**src/fetch_pkg.sv**
```systemverilog
`default_nettype none

package fetch_pkg;

    // cache geometry
    localparam int CACHE_LINES = 16;
    localparam int LINE_WORDS  = 4;                  // 16-byte line
    localparam int INDEX_W     = 4;
    localparam int WORD_W      = 2;
    localparam int TAG_W       = 32 - INDEX_W - WORD_W - 2;

    // address map
    localparam logic [3:0] SDRAM_REGION = 4'hA;      // only cacheable window

    // AXI read encodings
    localparam logic [7:0] BURST_LEN       = 8'd3;   // 4 beats per line
    localparam logic [2:0] AXI_SIZE_WORD   = 3'b010;
    localparam logic [1:0] AXI_BURST_FIXED = 2'b00;
    localparam logic [1:0] AXI_BURST_INCR  = 2'b01;
    localparam logic [3:0] FETCH_ARID      = 4'b1000;

    // refill master states
    localparam logic [1:0] READ_IDLE = 2'd0;
    localparam logic [1:0] READ_ADDR = 2'd1;
    localparam logic [1:0] READ_DATA = 2'd2;

    // decoder flow control
    localparam int FETCH_CREDITS = 2;                // granted after reset
    localparam int CREDIT_W      = $clog2(FETCH_CREDITS + 1);

    // one fetch address, seen by the cache as tag/index/word
    // and by the bus as region/word address
    typedef union packed {
        struct packed {
            logic [TAG_W-1:0]   tag;
            logic [INDEX_W-1:0] index;
            logic [WORD_W-1:0]  word;
            logic [1:0]         byte_off;
        } line;
        struct packed {
            logic [3:0]  region;
            logic [25:0] word_addr;
            logic [1:0]  byte_off;
        } bus;
    } fetch_addr_u;

endpackage

`default_nettype wire

```
**src/icache_array.sv**
```systemverilog
`default_nettype none

module icache_array import fetch_pkg::*; (
    input  wire              clk,
    input  wire              reset,
    input  wire              flush_i,
    // lookup
    input  wire              req_fire_i,
    input  wire fetch_addr_u req_addr_i,
    output logic             hit_valid_o,
    output logic [31:0]      hit_data_o,
    output logic             miss_valid_o,
    output fetch_addr_u      miss_addr_o,
    output logic             miss_cacheable_o,
    // refill beats
    input  wire              beat_valid_i,
    input  wire  [1:0]       beat_idx_i,
    input  wire  [31:0]      beat_data_i,
    input  wire              beat_last_i,
    input  wire              beat_drop_i
);

    logic [CACHE_LINES-1:0] valid_q;
    logic [TAG_W-1:0]       tag_q  [CACHE_LINES];
    logic [31:0]            data_q [CACHE_LINES][LINE_WORDS];

    logic                   miss_pending;       // miss issued, last beat not yet seen
    logic                   lookup_cacheable;
    logic                   lookup_hit;
    logic                   fill_en;
    logic [INDEX_W-1:0]     fill_index;

    assign lookup_cacheable = (req_addr_i.bus.region == SDRAM_REGION);

    // bypass addresses never hit, even if a tag happened to match
    assign lookup_hit = lookup_cacheable
                        && valid_q[req_addr_i.line.index]
                        && (tag_q[req_addr_i.line.index] == req_addr_i.line.tag);

    assign fill_index = miss_addr_o.line.index;
    assign fill_en    = beat_valid_i && miss_pending && miss_cacheable_o && !beat_drop_i;

    // registered lookup result
    always_ff @(posedge clk) begin
        if (reset) begin
            hit_valid_o  <= 1'b0;
            miss_valid_o <= 1'b0;
            miss_pending <= 1'b0;
        end else begin
            hit_valid_o  <= req_fire_i && lookup_hit;
            miss_valid_o <= req_fire_i && !lookup_hit;   // one-cycle pulse to the master
            if (req_fire_i && !lookup_hit) begin
                miss_pending <= 1'b1;
            end else if (beat_valid_i && beat_last_i) begin
                miss_pending <= 1'b0;                    // dropped bursts end here too
            end
        end
    end

    always_ff @(posedge clk) begin
        if (req_fire_i) begin
            hit_data_o       <= data_q[req_addr_i.line.index][req_addr_i.line.word];
            miss_addr_o      <= req_addr_i;
            miss_cacheable_o <= lookup_cacheable;
        end
    end

    // line fill, word by word as the beats come in
    always_ff @(posedge clk) begin
        if (fill_en) begin
            data_q[fill_index][beat_idx_i] <= beat_data_i;
            if (beat_last_i) begin
                tag_q[fill_index] <= miss_addr_o.line.tag;
            end
        end
    end

    // line becomes valid only after the whole burst landed
    always_ff @(posedge clk) begin
        if (reset) begin
            valid_q <= '0;
        end else if (flush_i) begin
            valid_q <= '0;                               // invalidate everything
        end else if (fill_en && beat_last_i) begin
            valid_q[fill_index] <= 1'b1;
        end
    end

    // the refill master only answers misses this array raised
    a_beat_has_miss: assert property (@(posedge clk) disable iff (reset)
        beat_valid_i |-> miss_pending);

endmodule

`default_nettype wire

```
**src/axi_refill_master.sv**
```systemverilog
`default_nettype none

module axi_refill_master import fetch_pkg::*; (
    input  wire              clk,
    input  wire              reset,
    input  wire              flush_i,
    // miss request from the cache
    input  wire              miss_valid_i,
    input  wire fetch_addr_u miss_addr_i,
    input  wire              miss_cacheable_i,
    // AXI read address
    output logic             arvalid_o,
    input  wire              arready_i,
    output logic [31:0]      araddr_o,
    output logic [3:0]       arid_o,
    output logic [7:0]       arlen_o,
    output logic [2:0]       arsize_o,
    output logic [1:0]       arburst_o,
    // AXI read data
    input  wire              rvalid_i,
    output logic             rready_o,
    input  wire  [31:0]      rdata_i,
    input  wire  [1:0]       rresp_i,
    input  wire              rlast_i,
    input  wire  [3:0]       rid_i,
    // beats to the cache and the merge
    output logic             beat_valid_o,
    output logic [1:0]       beat_idx_o,
    output logic [31:0]      beat_data_o,
    output logic             beat_last_o,
    output logic             beat_drop_o
);

    logic [1:0]        state_q;
    logic [31:0]       araddr_q;
    logic [7:0]        arlen_q;
    logic [1:0]        arburst_q;
    logic [WORD_W-1:0] beat_cnt;
    logic              flushed_q;       // flush seen during this transaction
    logic              ar_fire;
    logic              r_fire;
    logic              start;

    assign start   = (state_q == READ_IDLE) && miss_valid_i;
    assign ar_fire = arvalid_o && arready_i;
    assign r_fire  = rvalid_i && rready_o;

    // AR channel
    assign arvalid_o = (state_q == READ_ADDR);
    assign araddr_o  = araddr_q;
    assign arid_o    = FETCH_ARID;
    assign arlen_o   = arlen_q;
    assign arsize_o  = AXI_SIZE_WORD;
    assign arburst_o = arburst_q;

    // R channel, always ready while a burst is open
    assign rready_o = (state_q == READ_DATA);

    assign beat_valid_o = r_fire;
    assign beat_idx_o   = beat_cnt;
    assign beat_data_o  = rdata_i;
    assign beat_last_o  = r_fire && rlast_i;
    assign beat_drop_o  = flushed_q || flush_i;  // a beat on the flush cycle is dropped too

    always_ff @(posedge clk) begin
        if (reset) begin
            state_q   <= READ_IDLE;
            flushed_q <= 1'b0;
            beat_cnt  <= '0;
        end else begin
            case (state_q)
                READ_IDLE: begin
                    if (miss_valid_i) begin
                        state_q   <= READ_ADDR;
                        flushed_q <= flush_i;
                        beat_cnt  <= '0;
                    end
                end
                READ_ADDR: begin
                    if (flush_i) begin
                        flushed_q <= 1'b1;
                    end
                    if (ar_fire) begin
                        state_q <= READ_DATA;
                    end
                end
                READ_DATA: begin
                    if (flush_i) begin
                        flushed_q <= 1'b1;
                    end
                    if (r_fire) begin
                        beat_cnt <= beat_cnt + WORD_W'(1);
                        if (rlast_i) begin
                            state_q <= READ_IDLE;   // burst always runs to rlast
                        end
                    end
                end
                default: begin
                    state_q <= READ_IDLE;
                end
            endcase
        end
    end

    // request attributes, captured once per miss
    always_ff @(posedge clk) begin
        if (start) begin
            if (miss_cacheable_i) begin
                // whole line from word 0
                araddr_q  <= {miss_addr_i.line.tag, miss_addr_i.line.index,
                              {(WORD_W + 2){1'b0}}};
                arlen_q   <= BURST_LEN;
                arburst_q <= AXI_BURST_INCR;
            end else begin
                araddr_q  <= {miss_addr_i.bus.region, miss_addr_i.bus.word_addr, 2'b00};
                arlen_q   <= 8'd0;                  // single word
                arburst_q <= AXI_BURST_FIXED;
            end
        end
    end

    a_ar_hold: assert property (@(posedge clk) disable iff (reset)
        arvalid_o && !arready_i |=> arvalid_o && $stable(araddr_o) && $stable(arlen_o));

    // slave ends the burst on the beat the length asked for, with our id
    a_r_last: assert property (@(posedge clk) disable iff (reset)
        r_fire |-> (rid_i == FETCH_ARID) && !$isunknown(rresp_i)
                   && (rlast_i == (beat_cnt == arlen_q[WORD_W-1:0])));

endmodule

`default_nettype wire

```
**src/fetch_return_merge.sv**
```systemverilog
`default_nettype none

module fetch_return_merge import fetch_pkg::*; (
    input  wire                clk,
    input  wire                reset,
    input  wire                flush_i,
    // hit path
    input  wire                hit_valid_i,
    input  wire  [31:0]        hit_data_i,
    // refill path
    input  wire  [WORD_W-1:0]  miss_word_i,
    input  wire                beat_valid_i,
    input  wire  [1:0]         beat_idx_i,
    input  wire  [31:0]        beat_data_i,
    input  wire                beat_last_i,
    input  wire                beat_drop_i,
    // decoder side
    input  wire                credit_i,
    output logic               resp_valid_o,
    output logic [31:0]        resp_data_o,
    output logic               fetch_done_o
);

    logic                held_valid;
    logic [31:0]         held_data;
    logic                burst_open;     // beats of the current burst still to come
    logic                active;         // fetch seen here, not yet done
    logic [CREDIT_W-1:0] credit_cnt;

    logic                resp_fire;
    logic                beat_match;
    logic                held_next;
    logic                burst_next;
    logic                active_now;

    assign resp_fire    = held_valid && (credit_cnt != '0) && !flush_i;
    assign resp_valid_o = resp_fire;
    assign resp_data_o  = held_data;

    // bypass beats come with index 0 and miss_word_i is 0 then
    assign beat_match = beat_valid_i && !beat_drop_i && (beat_idx_i == miss_word_i);

    always_comb begin
        held_next = held_valid;
        if (resp_fire) begin
            held_next = 1'b0;
        end
        if (hit_valid_i || beat_match) begin
            held_next = 1'b1;
        end
        if (flush_i) begin
            held_next = 1'b0;                   // held word is stale now
        end
        burst_next = burst_open;
        if (beat_valid_i) begin
            burst_next = !beat_last_i;
        end
    end

    assign active_now   = active || hit_valid_i || beat_valid_i;
    assign fetch_done_o = active_now && !held_next && !burst_next;

    always_ff @(posedge clk) begin
        if (reset) begin
            held_valid <= 1'b0;
            burst_open <= 1'b0;
            active     <= 1'b0;
            credit_cnt <= CREDIT_W'(FETCH_CREDITS);
        end else begin
            held_valid <= held_next;
            burst_open <= burst_next;
            active     <= active_now && !fetch_done_o;
            case ({credit_i, resp_fire})
                2'b10:   credit_cnt <= credit_cnt + CREDIT_W'(1);
                2'b01:   credit_cnt <= credit_cnt - CREDIT_W'(1);
                default: credit_cnt <= credit_cnt;  // none, or one in one out
            endcase
        end
    end

    always_ff @(posedge clk) begin
        if (hit_valid_i) begin
            held_data <= hit_data_i;
        end else if (beat_match) begin
            held_data <= beat_data_i;
        end
    end

    // decoder only returns credits it was charged for
    a_credit_bound: assert property (@(posedge clk) disable iff (reset)
        credit_i && !resp_fire |-> credit_cnt < CREDIT_W'(FETCH_CREDITS));

endmodule

`default_nettype wire

```
**src/ifetch_top.sv**
```systemverilog
`default_nettype none

module ifetch_top import fetch_pkg::*; (
    input  wire         clk,
    input  wire         reset,
    input  wire         flush_i,
    // fetch request
    input  wire         req_valid_i,
    input  wire  [31:0] req_addr_i,
    output logic        req_ready_o,
    // response to decoder
    input  wire         credit_i,
    output logic        resp_valid_o,
    output logic [31:0] resp_data_o,
    // AXI read master
    output logic        arvalid_o,
    input  wire         arready_i,
    output logic [31:0] araddr_o,
    output logic [3:0]  arid_o,
    output logic [7:0]  arlen_o,
    output logic [2:0]  arsize_o,
    output logic [1:0]  arburst_o,
    input  wire         rvalid_i,
    output logic        rready_o,
    input  wire  [31:0] rdata_i,
    input  wire  [1:0]  rresp_i,
    input  wire         rlast_i,
    input  wire  [3:0]  rid_i
);

    logic              busy;
    logic              req_fire;
    logic              fetch_done;

    logic              hit_valid;
    logic [31:0]       hit_data;
    logic              miss_valid;
    fetch_addr_u       miss_addr;
    logic              miss_cacheable;
    logic [WORD_W-1:0] miss_word;

    logic              beat_valid;
    logic [1:0]        beat_idx;
    logic [31:0]       beat_data;
    logic              beat_last;
    logic              beat_drop;

    // one fetch at a time; a request in the flush cycle waits a cycle
    assign req_ready_o = !busy && !flush_i;
    assign req_fire    = req_valid_i && req_ready_o;

    // a bypass read returns just the word, at beat 0
    assign miss_word = miss_cacheable ? miss_addr.line.word : '0;

    always_ff @(posedge clk) begin
        if (reset) begin
            busy <= 1'b0;
        end else if (req_fire) begin
            busy <= 1'b1;
        end else if (fetch_done) begin
            busy <= 1'b0;
        end
    end

    icache_array u_icache (
        .clk              (clk),
        .reset            (reset),
        .flush_i          (flush_i),
        .req_fire_i       (req_fire),
        .req_addr_i       (req_addr_i),
        .hit_valid_o      (hit_valid),
        .hit_data_o       (hit_data),
        .miss_valid_o     (miss_valid),
        .miss_addr_o      (miss_addr),
        .miss_cacheable_o (miss_cacheable),
        .beat_valid_i     (beat_valid),
        .beat_idx_i       (beat_idx),
        .beat_data_i      (beat_data),
        .beat_last_i      (beat_last),
        .beat_drop_i      (beat_drop)
    );

    axi_refill_master u_refill (
        .clk              (clk),
        .reset            (reset),
        .flush_i          (flush_i),
        .miss_valid_i     (miss_valid),
        .miss_addr_i      (miss_addr),
        .miss_cacheable_i (miss_cacheable),
        .arvalid_o        (arvalid_o),
        .arready_i        (arready_i),
        .araddr_o         (araddr_o),
        .arid_o           (arid_o),
        .arlen_o          (arlen_o),
        .arsize_o         (arsize_o),
        .arburst_o        (arburst_o),
        .rvalid_i         (rvalid_i),
        .rready_o         (rready_o),
        .rdata_i          (rdata_i),
        .rresp_i          (rresp_i),
        .rlast_i          (rlast_i),
        .rid_i            (rid_i),
        .beat_valid_o     (beat_valid),
        .beat_idx_o       (beat_idx),
        .beat_data_o      (beat_data),
        .beat_last_o      (beat_last),
        .beat_drop_o      (beat_drop)
    );

    fetch_return_merge u_merge (
        .clk          (clk),
        .reset        (reset),
        .flush_i      (flush_i),
        .hit_valid_i  (hit_valid),
        .hit_data_i   (hit_data),
        .miss_word_i  (miss_word),
        .beat_valid_i (beat_valid),
        .beat_idx_i   (beat_idx),
        .beat_data_i  (beat_data),
        .beat_last_i  (beat_last),
        .beat_drop_i  (beat_drop),
        .credit_i     (credit_i),
        .resp_valid_o (resp_valid_o),
        .resp_data_o  (resp_data_o),
        .fetch_done_o (fetch_done)
    );

endmodule

`default_nettype wire

```
**config.mk**
```make
export PLATFORM = sky130hd
export DESIGN_NAME = ifetch_top
export DESIGN_NICKNAME = d
export VERILOG_FILES = /design/src/fetch_pkg.sv /design/src/icache_array.sv /design/src/axi_refill_master.sv /design/src/fetch_return_merge.sv /design/src/ifetch_top.sv
export SDC_FILE = /design/constraint.sdc
export NUM_CORES = 2
export LEC_CHECK = 0
export ABC_CLOCK_PERIOD_IN_PS = 3600
export CAP_MARGIN = 25
export CORE_ASPECT_RATIO = 0.6
export CORE_MARGIN = 2
export CORE_UTILIZATION = 51
export DETAILED_ROUTE_END_ITERATION = 16
export DONT_BUFFER_PORTS = 1
export MAX_ROUTING_LAYER = met4
export PLACE_DENSITY_LB_ADDON = 0.08
export SYNTH_ARGS = -nofsm -noshare
export SYNTH_HDL_FRONTEND = slang
export SYNTH_SLANG_ARGS = --single-unit
```
**constraint.sdc**
```tcl
create_clock -name clk -period 3.6 [get_ports clk]
set_input_delay 0.36 -clock clk [delete_from_list [all_inputs] [get_ports clk]]
set_output_delay 0.36 -clock clk [all_outputs]
set_load 0.02 [all_outputs]
```
==> out/qor.yml <==
drt-initial-drc-count: 6993
yosys_register_bits: 2588
start_kind: "primary input"
max_freq_mhz: 327.3
ys_types: 61
drc: 0
dp_cells: 6551
routed_via_density: 6.442
dpl_cell_area_um2: 103400
fin_crit_sh: 0.8488
grt_pass1_vias: 44000
via_count: 45640
final_cell_mix: "edfxtp_1 (2558), mux4_2 (752), clkbuf_16 (238)"
mostFrequentLayoutCell: "edfxtp_1"
rows: 124
vdd_drop_max_mv: 0.4058
wire_per_inst_um: 36.59
maxCapViolations: 0
clk_latency_ns: 0.86
powerDensity_nw_per_um2: 533.9
outcome: "complete, no violations"
finalClockSkew_ns: 0.04667
num-nets-final: 4402
hp-class: "primary input to flop"
synth_area_um2: 98670
routabilityCongestion: 0.8059
ant_nets: 0
worst_pin_slew_ns: 1.421
cts_sinks: 2588
cts_tree: "built"
grt_usage: 0.2727
relSlewSlack: 0.05282
area_delta_synth_final_pct: 13.85
hold_ws_ns: 0.07807
initial_core_util: 0.5158
power.leakage_nw: 34.60
antenna_found_initial: 18
yosysWarnings: 0
crit_type: "primary input to flop"
n_fill_cell: 13410
synth_ff_type: "edfxtp_1"
rsz0062_at_grt: "false"
ys_seq_area_frac: 0.7846
numCtsBuffers: 233
final_area_um2: 112300
path_clk_slew_ns: 0.07
tns_ns: 0
coreArea_um2: 191300
port_buffers: 0
synth_async_sr_flop_share: 0
synth_edf_count: 2558
end_kind: "flop"
grt_pass1_wl_um: 356300
grt.overflow.total: 0
dp_hpwl_um: 136400
routed_wirelength_um: 259200
die-area_um2: 197100
postSynthAreaPerCell_um2: 24.56
grt_max_degree: 615
dr.pass1.iters: 5
dieHeight_um: 344.7
drive_gt1_frac: 0.3078
drv_slew: 0
worst_ep_arrival_time_ns: 3.63
instances_no_fill: 7084
hold_viol_final: 0
setup_viol: 0
h-tree-depth: 4
syn_inst: 4018
crit_fanout: 121
power.total_mw: 59.98
required_ns: 4.18
die_w_um: 571.9
layout_min_cycle_time_ns: 3.056
io_pins: 163
clockBufferDepth: 4
cts_root_buffer: "clkbuf_16"
synth_stat cells (all sizes together) (2+ instances only):
master	number	area, um2
nor4bb	2	20.02
nand3b	2	15.01
mux2i	63	630.6
o2111ai	2	17.52
mux2	47	529.3
o21a	17	127.6
nor3b	2	15.01
nand3	17	85.08
nor3	9	45.04
and2	4	25.02
nor4	3	25.02
a21o	2	15.01
edfxtp	2558	76810
clkbuf	61	229.0
xnor2	18	157.7
a211oi	2	15.01
xor2	20	175.2
mux4	752	16940
inv	11	41.29
a22oi	5	37.54
a221oi	4	35.03
o31ai	2	15.01
o221ai	3	26.28
a21oi	6	30.03
nand4	4	25.02
nor2	105	394.1
buf	152	879.6
o31a	2	17.52
nand2b	6	37.54
dfxtp	30	600.6
conb	2	7.510
nor2b	11	68.82
o22ai	6	37.54
ha	10	125.1
nand2	43	161.4
o21ai	15	75.07
and3	2	12.51
worst paths after layout:
kind | startpoint | end | slack, ns | cells past startpoint
worst min register to register | u_icache.valid_q[8] | u_icache.valid_q[8] | 0.46 | 1
worst max-delay path | req_addr_i[4] | u_icache.hit_data_o[31] | 0.54 | 7
worst max register to register | u_refill.state_q[0] | u_icache.data_q[1][43] | 0.64 | 9
worst min-delay path | req_addr_i[7] | u_icache.hit_data_o[6] | 0.08 | 3
worst max-delay path, cell delays in order:
cell and delay, ns:
buf_16 0.45, buf_16 0.62, mux4_2 0.64, mux4_2 0.50
mux2_2 0.33, nand2_1 0.22, o21ai_0 0.13
flip-flops by register name (all words and copies together), names as in the netlist:
name	cells
u_icache.data_q	2048
u_icache.tag_q	384
u_icache.hit_data_o	32
u_merge.resp_data_o	32
u_icache.miss_addr_o	30
u_refill.araddr_o	30
u_icache.valid_q	16
u_merge.credit_cnt	2
u_refill.beat_idx_o	2
u_refill.state_q	2
busy	1
u_icache.hit_valid_o	1
u_icache.miss_cacheable_o	1
u_icache.miss_pending	1
u_icache.miss_valid_o	1
u_merge.active	1
u_merge.burst_open	1
u_merge.held_valid	1
u_refill.arlen_o	1
u_refill.flushed_q	1
what timing repair did:
action	4_1_cts	5_1_grt
setup buffers	0	0
endpoints found under the setup margin	0	1
gates resized for setup	0	0
endpoints found under the hold margin	2172	0
hold buffers	105	0
layer usage:
| layer | wire length (um) | share of wire | track usage | up-vias |
|---|---|---|---|---|
| met5 | 0 | 0 | - | - |
| met4 | 4048 | 0.016 | 0.04562 | 0 |
| met3 | 29820 | 0.12 | 0.07439 | 279 |
| met2 | 108900 | 0.42 | 0.3567 | 2481 |
| met1 | 116400 | 0.45 | 0.4335 | 24980 |
| li1 | - | - | - | 17900 |
metrics by stage:
stage | utilization | worst slack [ns]
CTS | 0.5863 | 0.7355
global route | 0.5872 | 0.3943
finish | 0.5872 | 0.5443
global placement | 0.5403 | 0.4791
floorplan | - | -0.01539
detailed placement | 0.5403 | 0.4447
cells by family (layout without fill, tap and decap cells):
group | after synthesis | after routing | share of synthesized area
flops | 2588 | 2588 | 0.7846
mux | 862 | 862 | 0.1834
buf+inv | 224 | 689 | 0.01165
simple gates | 216 | 216 | 0.009954
compound gates | 78 | 78 | 0.005719
xor+xnor | 38 | 38 | 0.003373
fa+ha+maj | 10 | 10 | 0.001268
other cells | 2 | 20 | 0.00007611
area by class of cell:
cell class | count | area [um2] | share of cell area
sequential | 2588 | 77420 | 0.6891
multi-input combinational | 1220 | 20760 | 0.1848
clock buffer | 303 | 6178 | 0.05500
timing repair buffer | 260 | 3671 | 0.03268
tap | 2583 | 3232 | 0.02877
clock inverter | 115 | 1025 | 0.009122
inverter | 11 | 43.79 | 0.0003898
antenna | 4 | 10.01 | 0.00008910
where the power goes:
part           leakage [nW]  switching (mW)  total (mW)  internal (mW)
clock network          3.53            10.8        24.2           13.4
logic                  7.82            1.29        2.51           1.22
registers              23.2           0.127        33.3           33.2
total                  34.6            12.2        60.0           47.8
Note: power is estimated with default switching activity, not from simulation.
